<file path="src/common/cluster_periph_pkg.sv">
//**************************************************
// peripheral bus has no back-pressure, valid is a one-cycle strobe
// slots come from addr[11:10], offsets within a slot from addr[9:0]
//**************************************************

package cluster_periph_pkg;

  //**************************************************
  // widths
  //**************************************************
  typedef logic [31:0] addr_t;
  typedef logic [31:0] data_t;
  typedef logic [7:0]  evt_data_t;
  typedef logic [4:0]  irq_id_t;
  typedef logic [1:0]  slot_t;
  typedef logic [9:0]  ofs_t;

  //**************************************************
  // bus structs
  //**************************************************
  // request, 66 bits
  typedef struct packed {
    logic  valid;
    logic  we;
    addr_t addr;
    data_t wdata;
  } per_req_t;

  // response, 33 bits
  typedef struct packed {
    logic  r_valid;
    data_t r_rdata;
  } per_rsp_t;

  //**************************************************
  // address map
  //**************************************************
  // slots 2 and 3 are unmapped
  localparam slot_t SLOT_CTRL  = 2'd0;
  localparam slot_t SLOT_TIMER = 2'd1;

  // read data of an unmapped slot
  localparam data_t ERR_RDATA = 32'hDEAD_B33F;

  // control unit, boot address of core i at CTRL_BOOT_OFS + 4*i
  localparam ofs_t CTRL_EOC_OFS   = 10'h000;
  localparam ofs_t CTRL_FETCH_OFS = 10'h008;
  localparam ofs_t CTRL_BOOT_OFS  = 10'h040;

  // timer
  localparam ofs_t TIMER_CFG_OFS = 10'h000;
  localparam ofs_t TIMER_CNT_OFS = 10'h004;
  localparam ofs_t TIMER_CMP_OFS = 10'h008;

  // interrupt ids seen by the cores
  localparam irq_id_t TIMER_IRQ_ID   = 5'd10;
  localparam irq_id_t SOC_EVT_IRQ_ID = 5'd27;

endpackage

</file>
<file path="src/hdl/periph_bus_demux.sv">
//**************************************************
// read data is sampled in the request cycle, r_valid follows one cycle later
// writes to unmapped slots are dropped
//**************************************************
`timescale 1ns/100ps

module periph_bus_demux (
  input  logic                          clk_i,
  input  logic                          rst_ni,
  input  cluster_periph_pkg::per_req_t  per_req_i,
  input  cluster_periph_pkg::data_t     ctrl_rdata_i,
  input  cluster_periph_pkg::data_t     tmr_rdata_i,
  output cluster_periph_pkg::per_rsp_t  per_rsp_o,
  output cluster_periph_pkg::per_req_t  ctrl_req_o,
  output cluster_periph_pkg::per_req_t  tmr_req_o
);

  cluster_periph_pkg::slot_t slot;
  cluster_periph_pkg::data_t rdata_sel;
  logic                      r_valid_q;
  cluster_periph_pkg::data_t r_rdata_q;

  assign slot = per_req_i.addr[11:10];

  // strobe goes to one block at most
  always_comb begin
    ctrl_req_o       = per_req_i;
    tmr_req_o        = per_req_i;
    ctrl_req_o.valid = per_req_i.valid && (slot == cluster_periph_pkg::SLOT_CTRL);
    tmr_req_o.valid  = per_req_i.valid && (slot == cluster_periph_pkg::SLOT_TIMER);
  end

  // pick the data of the addressed slot
  always_comb begin
    case (slot)
      cluster_periph_pkg::SLOT_CTRL:  rdata_sel = ctrl_rdata_i;
      cluster_periph_pkg::SLOT_TIMER: rdata_sel = tmr_rdata_i;
      default:                        rdata_sel = cluster_periph_pkg::ERR_RDATA;
    endcase
  end

  always_ff @(posedge clk_i, negedge rst_ni) begin
    if (!rst_ni) begin
      r_valid_q <= 1'b0;
    end else begin
      r_valid_q <= per_req_i.valid;
    end
  end

  // response payload, only loaded on a request
  always_ff @(posedge clk_i) begin
    if (per_req_i.valid) begin
      r_rdata_q <= rdata_sel;
    end
  end

  assign per_rsp_o.r_valid = r_valid_q;
  assign per_rsp_o.r_rdata = r_rdata_q;

endmodule

</file>
<file path="src/ctrl_unit/cluster_ctrl_unit.sv">
//**************************************************
// NB_CORES must be a power of two from 2 to 16
// fetch_en_i forces fetch enable on every core
//**************************************************
`timescale 1ns/100ps

module cluster_ctrl_unit #(
  parameter int unsigned               NB_CORES      = 8,
  parameter cluster_periph_pkg::addr_t BOOT_ADDR     = 32'h1C00_0000,
  parameter cluster_periph_pkg::addr_t ROM_BOOT_ADDR = 32'h1A00_0000
) (
  input  logic                                       clk_i,
  input  logic                                       rst_ni,
  input  cluster_periph_pkg::per_req_t               req_i,
  input  logic                                       fetch_en_i,
  input  logic                                       en_sa_boot_i,
  output cluster_periph_pkg::data_t                  rdata_o,
  output logic                                       eoc_o,
  output logic [NB_CORES-1:0]                        fetch_en_o,
  output cluster_periph_pkg::addr_t [NB_CORES-1:0]   boot_addr_o
);

  localparam int unsigned IDX_W = $clog2(NB_CORES);

  cluster_periph_pkg::ofs_t                ofs;
  cluster_periph_pkg::ofs_t                ofs_rel;
  logic                                    boot_hit;
  logic [IDX_W-1:0]                        boot_idx;
  logic                                    wr;
  logic                                    eoc_q;
  logic [NB_CORES-1:0]                     fetch_mask_q;
  cluster_periph_pkg::addr_t [NB_CORES-1:0] boot_addr_q;

  //**************************************************
  // offset decode
  //**************************************************
  assign ofs      = req_i.addr[9:0];
  assign ofs_rel  = ofs - cluster_periph_pkg::CTRL_BOOT_OFS;
  assign boot_idx = ofs_rel[IDX_W+1:2];
  assign boot_hit = (ofs >= cluster_periph_pkg::CTRL_BOOT_OFS) &&
                    (ofs_rel < 4 * NB_CORES) && (ofs[1:0] == 2'b00);
  assign wr       = req_i.valid && req_i.we;

  //**************************************************
  // registers
  //**************************************************
  always_ff @(posedge clk_i, negedge rst_ni) begin
    if (!rst_ni) begin
      eoc_q        <= 1'b0;
      fetch_mask_q <= '0;
      for (int i = 0; i < NB_CORES; i++) begin
        boot_addr_q[i] <= BOOT_ADDR;
      end
    end else if (wr) begin
      if (ofs == cluster_periph_pkg::CTRL_EOC_OFS) begin
        eoc_q <= req_i.wdata[0];
      end
      if (ofs == cluster_periph_pkg::CTRL_FETCH_OFS) begin
        fetch_mask_q <= req_i.wdata[NB_CORES-1:0];
      end
      if (boot_hit) begin
        boot_addr_q[boot_idx] <= req_i.wdata;
      end
    end
  end

  // read back, unknown offsets give zero
  always_comb begin
    rdata_o = '0;
    if (ofs == cluster_periph_pkg::CTRL_EOC_OFS) begin
      rdata_o[0] = eoc_q;
    end else if (ofs == cluster_periph_pkg::CTRL_FETCH_OFS) begin
      rdata_o[NB_CORES-1:0] = fetch_mask_q;
    end else if (boot_hit) begin
      rdata_o = boot_addr_q[boot_idx];
    end
  end

  //**************************************************
  // outputs
  //**************************************************
  assign eoc_o      = eoc_q;
  assign fetch_en_o = fetch_mask_q | {NB_CORES{fetch_en_i}};

  // standalone boot starts every core from ROM
  always_comb begin
    for (int i = 0; i < NB_CORES; i++) begin
      boot_addr_o[i] = en_sa_boot_i ? ROM_BOOT_ADDR : boot_addr_q[i];
    end
  end

endmodule

</file>
<file path="src/timer/cluster_timer.sv">
//**************************************************
// single 32-bit counter on clk_i, no prescaler
// a COUNT write wins over the increment in the same cycle
//**************************************************
`timescale 1ns/100ps

module cluster_timer (
  input  logic                         clk_i,
  input  logic                         rst_ni,
  input  cluster_periph_pkg::per_req_t req_i,
  output cluster_periph_pkg::data_t    rdata_o,
  output logic                         irq_o,
  output logic                         busy_o
);

  cluster_periph_pkg::ofs_t  ofs;
  logic                      wr;
  logic                      en_q;
  logic                      clr_q;
  cluster_periph_pkg::data_t cnt_q;
  cluster_periph_pkg::data_t cmp_q;
  logic                      match;
  logic                      irq_q;

  assign ofs   = req_i.addr[9:0];
  assign wr    = req_i.valid && req_i.we;
  assign match = en_q && (cnt_q == cmp_q);

  //**************************************************
  // config and compare
  //**************************************************
  always_ff @(posedge clk_i, negedge rst_ni) begin
    if (!rst_ni) begin
      en_q  <= 1'b0;
      clr_q <= 1'b0;
      cmp_q <= '0;
    end else if (wr) begin
      if (ofs == cluster_periph_pkg::TIMER_CFG_OFS) begin
        en_q  <= req_i.wdata[0];
        clr_q <= req_i.wdata[1];
      end
      if (ofs == cluster_periph_pkg::TIMER_CMP_OFS) begin
        cmp_q <= req_i.wdata;
      end
    end
  end

  //**************************************************
  // counter and match strobe
  //**************************************************
  always_ff @(posedge clk_i, negedge rst_ni) begin
    if (!rst_ni) begin
      cnt_q <= '0;
      irq_q <= 1'b0;
    end else begin
      irq_q <= match;
      if (wr && (ofs == cluster_periph_pkg::TIMER_CNT_OFS)) begin
        cnt_q <= req_i.wdata;
      end else if (match && clr_q) begin
        cnt_q <= '0;
      end else if (en_q) begin
        cnt_q <= cnt_q + 32'd1;
      end
    end
  end

  always_comb begin
    case (ofs)
      cluster_periph_pkg::TIMER_CFG_OFS: rdata_o = {30'd0, clr_q, en_q};
      cluster_periph_pkg::TIMER_CNT_OFS: rdata_o = cnt_q;
      cluster_periph_pkg::TIMER_CMP_OFS: rdata_o = cmp_q;
      default:                           rdata_o = '0;
    endcase
  end

  assign irq_o  = irq_q;
  assign busy_o = en_q;

endmodule

</file>
<file path="src/hdl/core_event_gate.sv">
//**************************************************
// SoC event payload low bits select the target core
// first-fetch flags only clear on reset
//**************************************************
`timescale 1ns/100ps

module core_event_gate #(
  parameter int unsigned NB_CORES = 8
) (
  input  logic                                       clk_i,
  input  logic                                       rst_ni,
  input  logic [NB_CORES-1:0]                        fetch_en_i,
  input  logic                                       tmr_irq_i,
  input  logic                                       soc_evt_valid_i,
  input  cluster_periph_pkg::evt_data_t              soc_evt_data_i,
  input  logic                                       isolate_i,
  input  logic [NB_CORES-1:0]                        core_busy_i,
  input  logic [NB_CORES-1:0]                        irq_ack_i,
  output logic                                       soc_evt_ready_o,
  output logic [NB_CORES-1:0]                        irq_req_o,
  output cluster_periph_pkg::irq_id_t [NB_CORES-1:0] irq_id_o,
  output logic [NB_CORES-1:0]                        core_clk_en_o,
  output logic [NB_CORES-1:0]                        fetch_enable_o
);

  localparam int unsigned IDX_W = $clog2(NB_CORES);

  logic                soc_acc;
  logic [IDX_W-1:0]    soc_tgt;
  logic [NB_CORES-1:0] pend_tmr_q;
  logic [NB_CORES-1:0] pend_soc_q;
  logic [NB_CORES-1:0] first_fetch_q;
  logic [NB_CORES-1:0] first_fetch_qq;

  // isolation blocks the SoC event path
  assign soc_evt_ready_o = ~isolate_i;
  assign soc_acc         = soc_evt_valid_i && !isolate_i;
  assign soc_tgt         = soc_evt_data_i[IDX_W-1:0];

  for (genvar i = 0; i < NB_CORES; i++) begin : g_core

    //**************************************************
    // pending events
    //**************************************************
    // ack retires the event whose id is shown, new events win
    always_ff @(posedge clk_i, negedge rst_ni) begin
      if (!rst_ni) begin
        pend_tmr_q[i] <= 1'b0;
        pend_soc_q[i] <= 1'b0;
      end else begin
        if (tmr_irq_i) begin
          pend_tmr_q[i] <= 1'b1;
        end else if (irq_ack_i[i] && pend_tmr_q[i]) begin
          pend_tmr_q[i] <= 1'b0;
        end
        if (soc_acc && (soc_tgt == IDX_W'(i))) begin
          pend_soc_q[i] <= 1'b1;
        end else if (irq_ack_i[i] && !pend_tmr_q[i]) begin
          pend_soc_q[i] <= 1'b0;
        end
      end
    end

    assign irq_req_o[i] = pend_tmr_q[i] | pend_soc_q[i];
    assign irq_id_o[i]  = pend_tmr_q[i] ? cluster_periph_pkg::TIMER_IRQ_ID
                                        : cluster_periph_pkg::SOC_EVT_IRQ_ID;

    //**************************************************
    // first-fetch gating
    //**************************************************
    always_ff @(posedge clk_i, negedge rst_ni) begin
      if (!rst_ni) begin
        first_fetch_q[i]  <= 1'b0;
        first_fetch_qq[i] <= 1'b0;
      end else begin
        first_fetch_qq[i] <= first_fetch_q[i];
        if (fetch_en_i[i]) begin
          first_fetch_q[i] <= 1'b1;
        end
      end
    end

    // clock runs while busy or while an event waits
    assign core_clk_en_o[i]  = first_fetch_q[i] & (core_busy_i[i] | irq_req_o[i]);
    assign fetch_enable_o[i] = first_fetch_qq[i] & fetch_en_i[i];

  end

endmodule

</file>
<file path="src/hdl/cluster_periph_top.sv">
//**************************************************
// one peripheral bus port, control unit in slot 0, timer in slot 1
//**************************************************
`timescale 1ns/100ps

module cluster_periph_top #(
  parameter int unsigned               NB_CORES      = 8,
  parameter cluster_periph_pkg::addr_t BOOT_ADDR     = 32'h1C00_0000,
  parameter cluster_periph_pkg::addr_t ROM_BOOT_ADDR = 32'h1A00_0000
) (
  input  logic                                       clk_i,
  input  logic                                       rst_ni,
  input  cluster_periph_pkg::per_req_t               per_req_i,
  output cluster_periph_pkg::per_rsp_t               per_rsp_o,
  input  logic                                       fetch_en_i,
  input  logic                                       en_sa_boot_i,
  input  logic                                       isolate_i,
  input  logic [NB_CORES-1:0]                        core_busy_i,
  input  logic [NB_CORES-1:0]                        irq_ack_i,
  input  logic                                       soc_evt_valid_i,
  input  cluster_periph_pkg::evt_data_t              soc_evt_data_i,
  output logic                                       soc_evt_ready_o,
  output logic                                       eoc_o,
  output logic                                       busy_o,
  output cluster_periph_pkg::addr_t [NB_CORES-1:0]   boot_addr_o,
  output logic [NB_CORES-1:0]                        fetch_enable_o,
  output logic [NB_CORES-1:0]                        core_clk_en_o,
  output logic [NB_CORES-1:0]                        irq_req_o,
  output cluster_periph_pkg::irq_id_t [NB_CORES-1:0] irq_id_o
);

  cluster_periph_pkg::per_req_t ctrl_req;
  cluster_periph_pkg::per_req_t tmr_req;
  cluster_periph_pkg::data_t    ctrl_rdata;
  cluster_periph_pkg::data_t    tmr_rdata;
  logic [NB_CORES-1:0]          fetch_en;
  logic                         tmr_irq;

  periph_bus_demux u_demux (
    .clk_i        ( clk_i      ),
    .rst_ni       ( rst_ni     ),
    .per_req_i    ( per_req_i  ),
    .ctrl_rdata_i ( ctrl_rdata ),
    .tmr_rdata_i  ( tmr_rdata  ),
    .per_rsp_o    ( per_rsp_o  ),
    .ctrl_req_o   ( ctrl_req   ),
    .tmr_req_o    ( tmr_req    )
  );

  cluster_ctrl_unit #(
    .NB_CORES      ( NB_CORES      ),
    .BOOT_ADDR     ( BOOT_ADDR     ),
    .ROM_BOOT_ADDR ( ROM_BOOT_ADDR )
  ) u_ctrl_unit (
    .clk_i        ( clk_i        ),
    .rst_ni       ( rst_ni       ),
    .req_i        ( ctrl_req     ),
    .fetch_en_i   ( fetch_en_i   ),
    .en_sa_boot_i ( en_sa_boot_i ),
    .rdata_o      ( ctrl_rdata   ),
    .eoc_o        ( eoc_o        ),
    .fetch_en_o   ( fetch_en     ),
    .boot_addr_o  ( boot_addr_o  )
  );

  cluster_timer u_timer (
    .clk_i   ( clk_i     ),
    .rst_ni  ( rst_ni    ),
    .req_i   ( tmr_req   ),
    .rdata_o ( tmr_rdata ),
    .irq_o   ( tmr_irq   ),
    .busy_o  ( busy_o    )
  );

  core_event_gate #(
    .NB_CORES ( NB_CORES )
  ) u_event_gate (
    .clk_i           ( clk_i           ),
    .rst_ni          ( rst_ni          ),
    .fetch_en_i      ( fetch_en        ),
    .tmr_irq_i       ( tmr_irq         ),
    .soc_evt_valid_i ( soc_evt_valid_i ),
    .soc_evt_data_i  ( soc_evt_data_i  ),
    .isolate_i       ( isolate_i       ),
    .core_busy_i     ( core_busy_i     ),
    .irq_ack_i       ( irq_ack_i       ),
    .soc_evt_ready_o ( soc_evt_ready_o ),
    .irq_req_o       ( irq_req_o       ),
    .irq_id_o        ( irq_id_o        ),
    .core_clk_en_o   ( core_clk_en_o   ),
    .fetch_enable_o  ( fetch_enable_o  )
  );

endmodule

</file>
<file path="config.mk">
export PLATFORM = sky130hd
export DESIGN_NAME = cluster_periph_top
export DESIGN_NICKNAME = d
export VERILOG_FILES = /design/src/common/cluster_periph_pkg.sv /design/src/hdl/periph_bus_demux.sv /design/src/ctrl_unit/cluster_ctrl_unit.sv /design/src/timer/cluster_timer.sv /design/src/hdl/core_event_gate.sv /design/src/hdl/cluster_periph_top.sv
export SDC_FILE = /design/constraint.sdc
export NUM_CORES = 1
export LEC_CHECK = 0
export BUFFER_PORTS_ARGS = -buffer_cell sky130_fd_sc_hd__buf_2
export CORE_MARGIN = 2
export CORE_UTILIZATION = 45
export DETAILED_ROUTE_END_ITERATION = 8
export PLACE_DENSITY_LB_ADDON = 0.25
export SYNTH_ARGS = -nofsm -noshare
export SYNTH_HDL_FRONTEND = slang
export SYNTH_SLANG_ARGS = --single-unit
</file>
<file path="constraint.sdc">
create_clock -name clk_i -period 2.5 [get_ports clk_i]
set_clock_uncertainty 0.2 [all_clocks]
set_input_delay 0.25 -clock clk_i [delete_from_list [all_inputs] [get_ports clk_i]]
set_output_delay 0.25 -clock clk_i [all_outputs]
set_load 0.02 [all_outputs]
</file>
Yosys cells after proc, flatten, opt, wreduce, memory -nomap -nowiden
Cells that the tools add are included.
{ "totals": {"register_bits": 397, "inputBits": 96, "out_inout_bits": 356, "wordCells": 233} }
{ "classes": {"add_sub_neg": 2, "n_lt_le_gt_ge": 4, "n_eq_ne": 11, "mux": 63, "n_bitwise": 34, "n_reduce_logical": 70} }
{ "op_table": {"columns": ["op", "n"], "rows": [
  ["$mux 32", 14],
  ["$bwmux 256", 1],
  ["$bmux 32 s3", 1],
  ["$demux 32 s3", 1],
  ["$pmux 32 s3", 1],
  ["$pmux 32 s2", 1],
  ["$mux 5", 8],
  ["$logic_and 1x1->1", 35],
  ["$mux 1", 33],
  ["$add 32x1->32 const B", 1],
  ["$eq 32x32->1", 1],
  ["$reduce_bool 2->1", 16],
  ["$mux 31", 1],
  ["$mux 24", 1],
  ["$and 1x1->1", 16],
  ["$or 1x1->1", 16],
  ["$eq 3x3->1 const B", 4],
  ["$eq 10x3->1 const B", 1],
  ["$eq 10x4->1 const B", 1],
  ["$ge 10x7->1 const B", 1],
  ["$logic_not 10->1", 1],
  ["$lt 10x6->1 const B", 1],
  ["$reduce_and 2->1", 5],
  ["$sub 10x7->10 const B", 1],
  ["other kinds (12)", 22]
]} }

Depth between registers and ports, before layout
{ "depth": {"ltp_word": 8, "ltp_mapped": 9, "mapped_depth_nobuf": 6} }

Hierarchy
Synthesis repeated with hierarchy kept, for this count alone.
{ "hier_totals": {"hier_cells": 1902, "area_unflattened_um2": 21717.1} }
{ "by_module_without_submodules": {"columns": ["module", "n_inst", "cells_each", "area_per_inst_um2", "seq_area_each_um2"], "rows": [
  ["cluster_ctrl_unit", 1, 1104, 13390.3, 6661.4],
  ["cluster_timer", 1, 421, 4257.8, 1676.6],
  ["periph_bus_demux", 1, 240, 2555.0, 985.9],
  ["core_event_gate", 1, 137, 1514.0, 800.8]
]} }

Least setup slack after synthesis
No wires, ideal clock.
{ "synth_path": {"path_type": "input port to flip-flop", "from": "input per_req_i[34] (netlist bit)", "to": "register u_demux.r_rdata_q[13], data pin", "setup_time_ps": 262, "arrival_time_ps": 2337, "required_time_ps": 2038, "setup_slack_ps": -298, "path_stages": 7, "path_buffers": 3, "path_cell_list": "clkbuf_1 -> buf_1 -> buf_2 -> mux4_2 -> mux2_2 -> a21oi_1 -> nor2_1"} }
{ "synth_between": {"elab_chain_cells": 8, "elab_cells_between_ends": 15, "cone_classes": "add/sub: 1; order compare: 2; eq/ne: 2; mux: 7; reduce/logical: 3"} }
{ "synth_lines": {"columns": ["element", "line_no", "source"], "rows": [
  ["start: declaration", "cluster_periph_top.sv:13", "input cluster_periph_pkg::per_req_t per_req_i,"],
  ["$sub 10x7->10", "cluster_ctrl_unit.sv:38", "assign ofs_rel = ofs - cluster_periph_pkg::CTRL_BOOT_OFS;"],
  ["$lt 10x6->1", "cluster_ctrl_unit.sv:41", "(ofs_rel < 4 * NB_CORES) && (ofs[1:0] == 2'b00);"],
  ["$logic_and 1x1->1", "cluster_ctrl_unit.sv:40", "assign boot_hit = (ofs >= cluster_periph_pkg::CTRL_BOOT_OFS) &&"],
  ["$logic_and 1x1->1", "cluster_ctrl_unit.sv:41", null],
  ["$mux 32", "cluster_ctrl_unit.sv:74", "end else if (boot_hit) begin"],
  ["$mux 24", "cluster_ctrl_unit.sv:72", "end else if (ofs == cluster_periph_pkg::CTRL_FETCH_OFS) begin"],
  ["$mux 31", "cluster_ctrl_unit.sv:70", "if (ofs == cluster_periph_pkg::CTRL_EOC_OFS) begin"],
  ["$pmux 32 s2 *", "periph_bus_demux.sv:35", "case (slot)"],
  ["end signal: assignment", "periph_bus_demux.sv:53", "r_rdata_q <= rdata_sel;"],
  ["end: declaration", "periph_bus_demux.sv:21", "cluster_periph_pkg::data_t r_rdata_q;"]
]} }
Mark *: on every way between the ends. The rest lies on a longest branch, timed or not. The select of a mux whose other input is x is not followed.
A chain may end at the register's enable or synchronous reset.

Worst setup path in the final report
{ "layout_path": {"from": "register u_timer.cnt_q[14]", "to": "register u_timer.cnt_q[13]"} }
{ "layout_between": {"elab_chain_cells": 5, "elab_cells_between_ends": 6, "cone_classes": "eq/ne: 1; mux: 2; reduce/logical: 3"} }
{ "layout_lines": {"columns": ["element", "line_no", "source"], "rows": [
  ["start: declaration", "cluster_timer.sv:20", "cluster_periph_pkg::data_t cnt_q;"],
  ["start signal: assignment", "cluster_timer.sv:58", "cnt_q <= req_i.wdata;"],
  ["start signal: assignment", "cluster_timer.sv:62", "cnt_q <= cnt_q + 32'd1;"],
  ["$eq 32x32->1 *", "cluster_timer.sv:27", "assign match = en_q && (cnt_q == cmp_q);"],
  ["$logic_and 1x1->1 *", "cluster_timer.sv:27", null],
  ["$logic_and 1x1->1 *", "cluster_timer.sv:59", "end else if (match && clr_q) begin"],
  ["$mux 32", "cluster_timer.sv:59", null],
  ["$mux 32", "cluster_timer.sv:57", "if (wr && (ofs == cluster_periph_pkg::TIMER_CNT_OFS)) begin"]
]} }
Mark *: on every way between the ends. The rest lies on a longest branch, timed or not.

==> out/metrics.cfg <==
[run_status]
status=complete, but fails checks
failed_checks=negative setup slack

[logic_synthesis]
async_flop_share_pct=91.9
ys_ff_latch=397
synthCells=1676
seq_area_frac_synth_pct=49.0
synth_flop_cell=dfrtp_1
synth_edf_count=32
syn_area_per_cell_um2=12.3
ys_types=66
netlist_area_mm2=0.0207
ys_warn_count=0

[worst_hold_path]
min_path_cells=4
min_from=per_req_i[32]
hp-class=in -> reg
min_to=u_demux.r_rdata_q[0]

[cells_and_area]
area_growth_pct=28.9
multi_input_area_mm2=0.00983
fin_cells=2846
antennaDiodeCount=0
postLayoutCoreUtil_pct=58.7
seq_area_mm2=0.0101
layout_commonest_cell=buf_2
filler_cell_count=3714
final_cell_mix=398 x buf_2, 341 x dfrtp_1, 306 x mux2_2
layout-drive-gt1-share_pct=50.9
nets=2308

[timing]
hold_viol_final=0
fmax_mhz=361
fin_ws_ns=-0.273
fin_crit_ns=2.77
tightestPinTransition_ns=0.646
setup_viol=27
drv_slew=0
grt_setup_unrepaired=yes
maxSlewHeadroom_pct=57.0
finalCritPeriodShare_pct=111

[placement]
dp_hpwl_mm=49.4
port_buffers=402
place_congestion=0.922
dpl.cell_count=2705

[worst_setup_path]
worstReg2RegEnd=u_timer.cnt_q[13]
end_kind=flip-flop
reg2reg_slack_ns=-0.27
critPathKind=reg -> reg
max_stage_delay_ns=0.54
crit_arrival_ns=3.03
cp.required_ns=2.75
crit_chain=xnor2_1 -> nand4_1 -> or4b_1 -> or3_4 -> o41ai_4 -> buf_6 -> buf_16 -> o21ai_2
cp-start-kind=flip-flop
r2r_start=u_timer.cnt_q[14]
r2r_cells=8
slowest_stage=or4b_1
cp_max_fo=13

[drt]
drcViolationCount=0
routed-wl-met3_mm=4.93
ant_nets=0
via_count=16000
highest_layer=met4
dr_wl_met2_mm=31.9
vias_per_cell=5.62
drt-met1-wl_mm=30.3
post_drt_wl_per_cell_um=24.3
drt-initial-drc-count=1195
drt_wl_total_mm=69.3
firstDrtPassIters=8

[clock_tree]
cts_buffer_depth=3
htree_num_levels=2
clk_pin_slew_ns=0.06
cts_tree=yes
cts_root_buffer=clkbuf_16
cts.sinks=397
clkLatencyLatePin_ns=0.58
cts_made_buffers=45

[grt]
grt_max_degree=85
antenna_found_initial=0
globalRouteOverflowTotal=0
track_usage_pct=28.7
grt_pass1_wl_mm=102
grt_pass1_vias=16300

[power]
leakage_nw=13.3
power_density_mw_per_mm2=535
ir_drop_mv=0.416

[die]
die_height_um=218
core_mm2=0.0454
io-pin-count=452
initial_utilization_pct=45.6
rows=78
die-area_mm2=0.0477
die_width_um=218

[run]
maxCapViolCount=0

-- worst max-delay path: cells and delay by family (launching register included) --
| family | cells | cell delay (ns) |
|---|---|---|
| xor+xnor | 1 | 0.20 |
| compound gates | 2 | 0.31 |
| buf+inv | 2 | 0.38 |
| simple gates | 3 | 1.16 |
| flops | 1 | 0.39 |
-- synthesized netlist by cell type, types with 20 or more instances --
cell type,instances,area share (%)
o21ai_2,20,0.85
nand2_1,52,0.94
buf_1,23,0.42
mux4_2,64,7.0
buf_2,24,0.58
o21ai_0,23,0.56
buf_4,36,1.3
nand4_1,20,0.61
xor2_1,20,0.85
dfstp_2,24,3.1
mux2_2,320,17
inv_1,23,0.42
edfxtp_1,32,4.6
or2_2,34,1.0
nor2b_1,239,7.2
dfrtp_1,341,41
clkbuf_1,73,1.3
xnor2_1,32,1.4
nor2_1,42,0.76
a221oi_1,28,1.2
-- stage by stage --
step	instance area, µm²	hold slack (ns)	TNS (ns)	worst slack, ns	power (mW)
2_1_floorplan	20900	-0.246	-3.22	-0.0362	7.24
3_5_place_dp	24500	-0.0694	-76.14	-0.396	7.76
4_1_cts	26500	0.0326	-4.75	-0.204	14.4
6_report	26700	0.0429	-6.69	-0.273	14.3
3_3_place_gp	24500	-0.0708	-65.73	-0.388	7.75
5_1_grt	26700	0.0529	-7.87	-0.321	14.7
-- layer usage --
layer  GRT usage (%)  vias up
met4            9.41        0
met1            40.9     8240
li1                -     6959
met3            5.53      123
met5               0        -
met2            44.3      668
-- cells by family after synthesis --
family / Yosys count / synth area share [%]
adders and majority gates: 1 / 0.0605
muxes: 397 / 25.0
xor gates and xnor gates: 53 / 2.28
other: 2 / 0.0363
DFF: 397 / 49.0
buffers and inverters: 199 / 4.62
and+or+nand+nor: 475 / 13.5
AOI/OAI and AO/OA: 152 / 5.43
-- layout make-up --
| class | instances | share of cell area [%] |
|---|---|---|
| timing repair buffer | 642 | 16.6 |
| tap | 600 | 2.82 |
| clock buffer | 67 | 4.96 |
| multi-input combinational | 1102 | 36.9 |
| sequential | 397 | 38.0 |
| clock inverter | 15 | 0.484 |
| inverter | 23 | 0.324 |
-- how the worst max path moves through the flow --
stage,start,endpoint,slack [ns]
finish,u_timer.cnt_q[14],u_timer.cnt_q[13],-0.27
global route,u_timer.cnt_q[10],u_timer.cnt_q[26],-0.32
CTS,u_timer.cnt_q[14],u_timer.cnt_q[14],-0.20
detailed placement,per_req_i[39],u_ctrl_unit.boot_addr_q[146],-0.40
global placement,per_req_i[39],u_demux.r_rdata_q[0],-0.39
floorplan,per_req_i[39],u_ctrl_unit.boot_addr_q[193],-0.04
-- power by group --
group | leakage, nW | switching [mW] | internal, mW
Sequential | 5.23 | 0.0262 | 6.57
Clock | 0.714 | 2.69 | 3.86
Combinational | 7.35 | 0.741 | 0.382
-- sequential cells by signal, summed over array words and instances, names as in the netlist --
name and count:
u_ctrl_unit.boot_addr_q 256, u_demux.r_rdata_q 32, u_timer.cmp_q 32, u_timer.cnt_q 32, u_ctrl_unit.fetch_mask_q 8, u_event_gate.first_fetch_q 8
u_event_gate.first_fetch_qq 8, u_event_gate.pend_soc_q 8, u_event_gate.pend_tmr_q 8, u_ctrl_unit.eoc_o 1, u_demux.r_valid_q 1, u_timer.busy_o 1
u_timer.clr_q 1, u_timer.irq_o 1
-- timing repair --
action,4_1_cts,5_1_grt
cloned,1,2
hold endpoints to repair,645,0
pin swaps,0,6
hold buffers,53,0
resized for setup,3,12
setup buffers,1,2
endpoints found under the setup margin,33,92
Power figures use the tool's default switching activity.
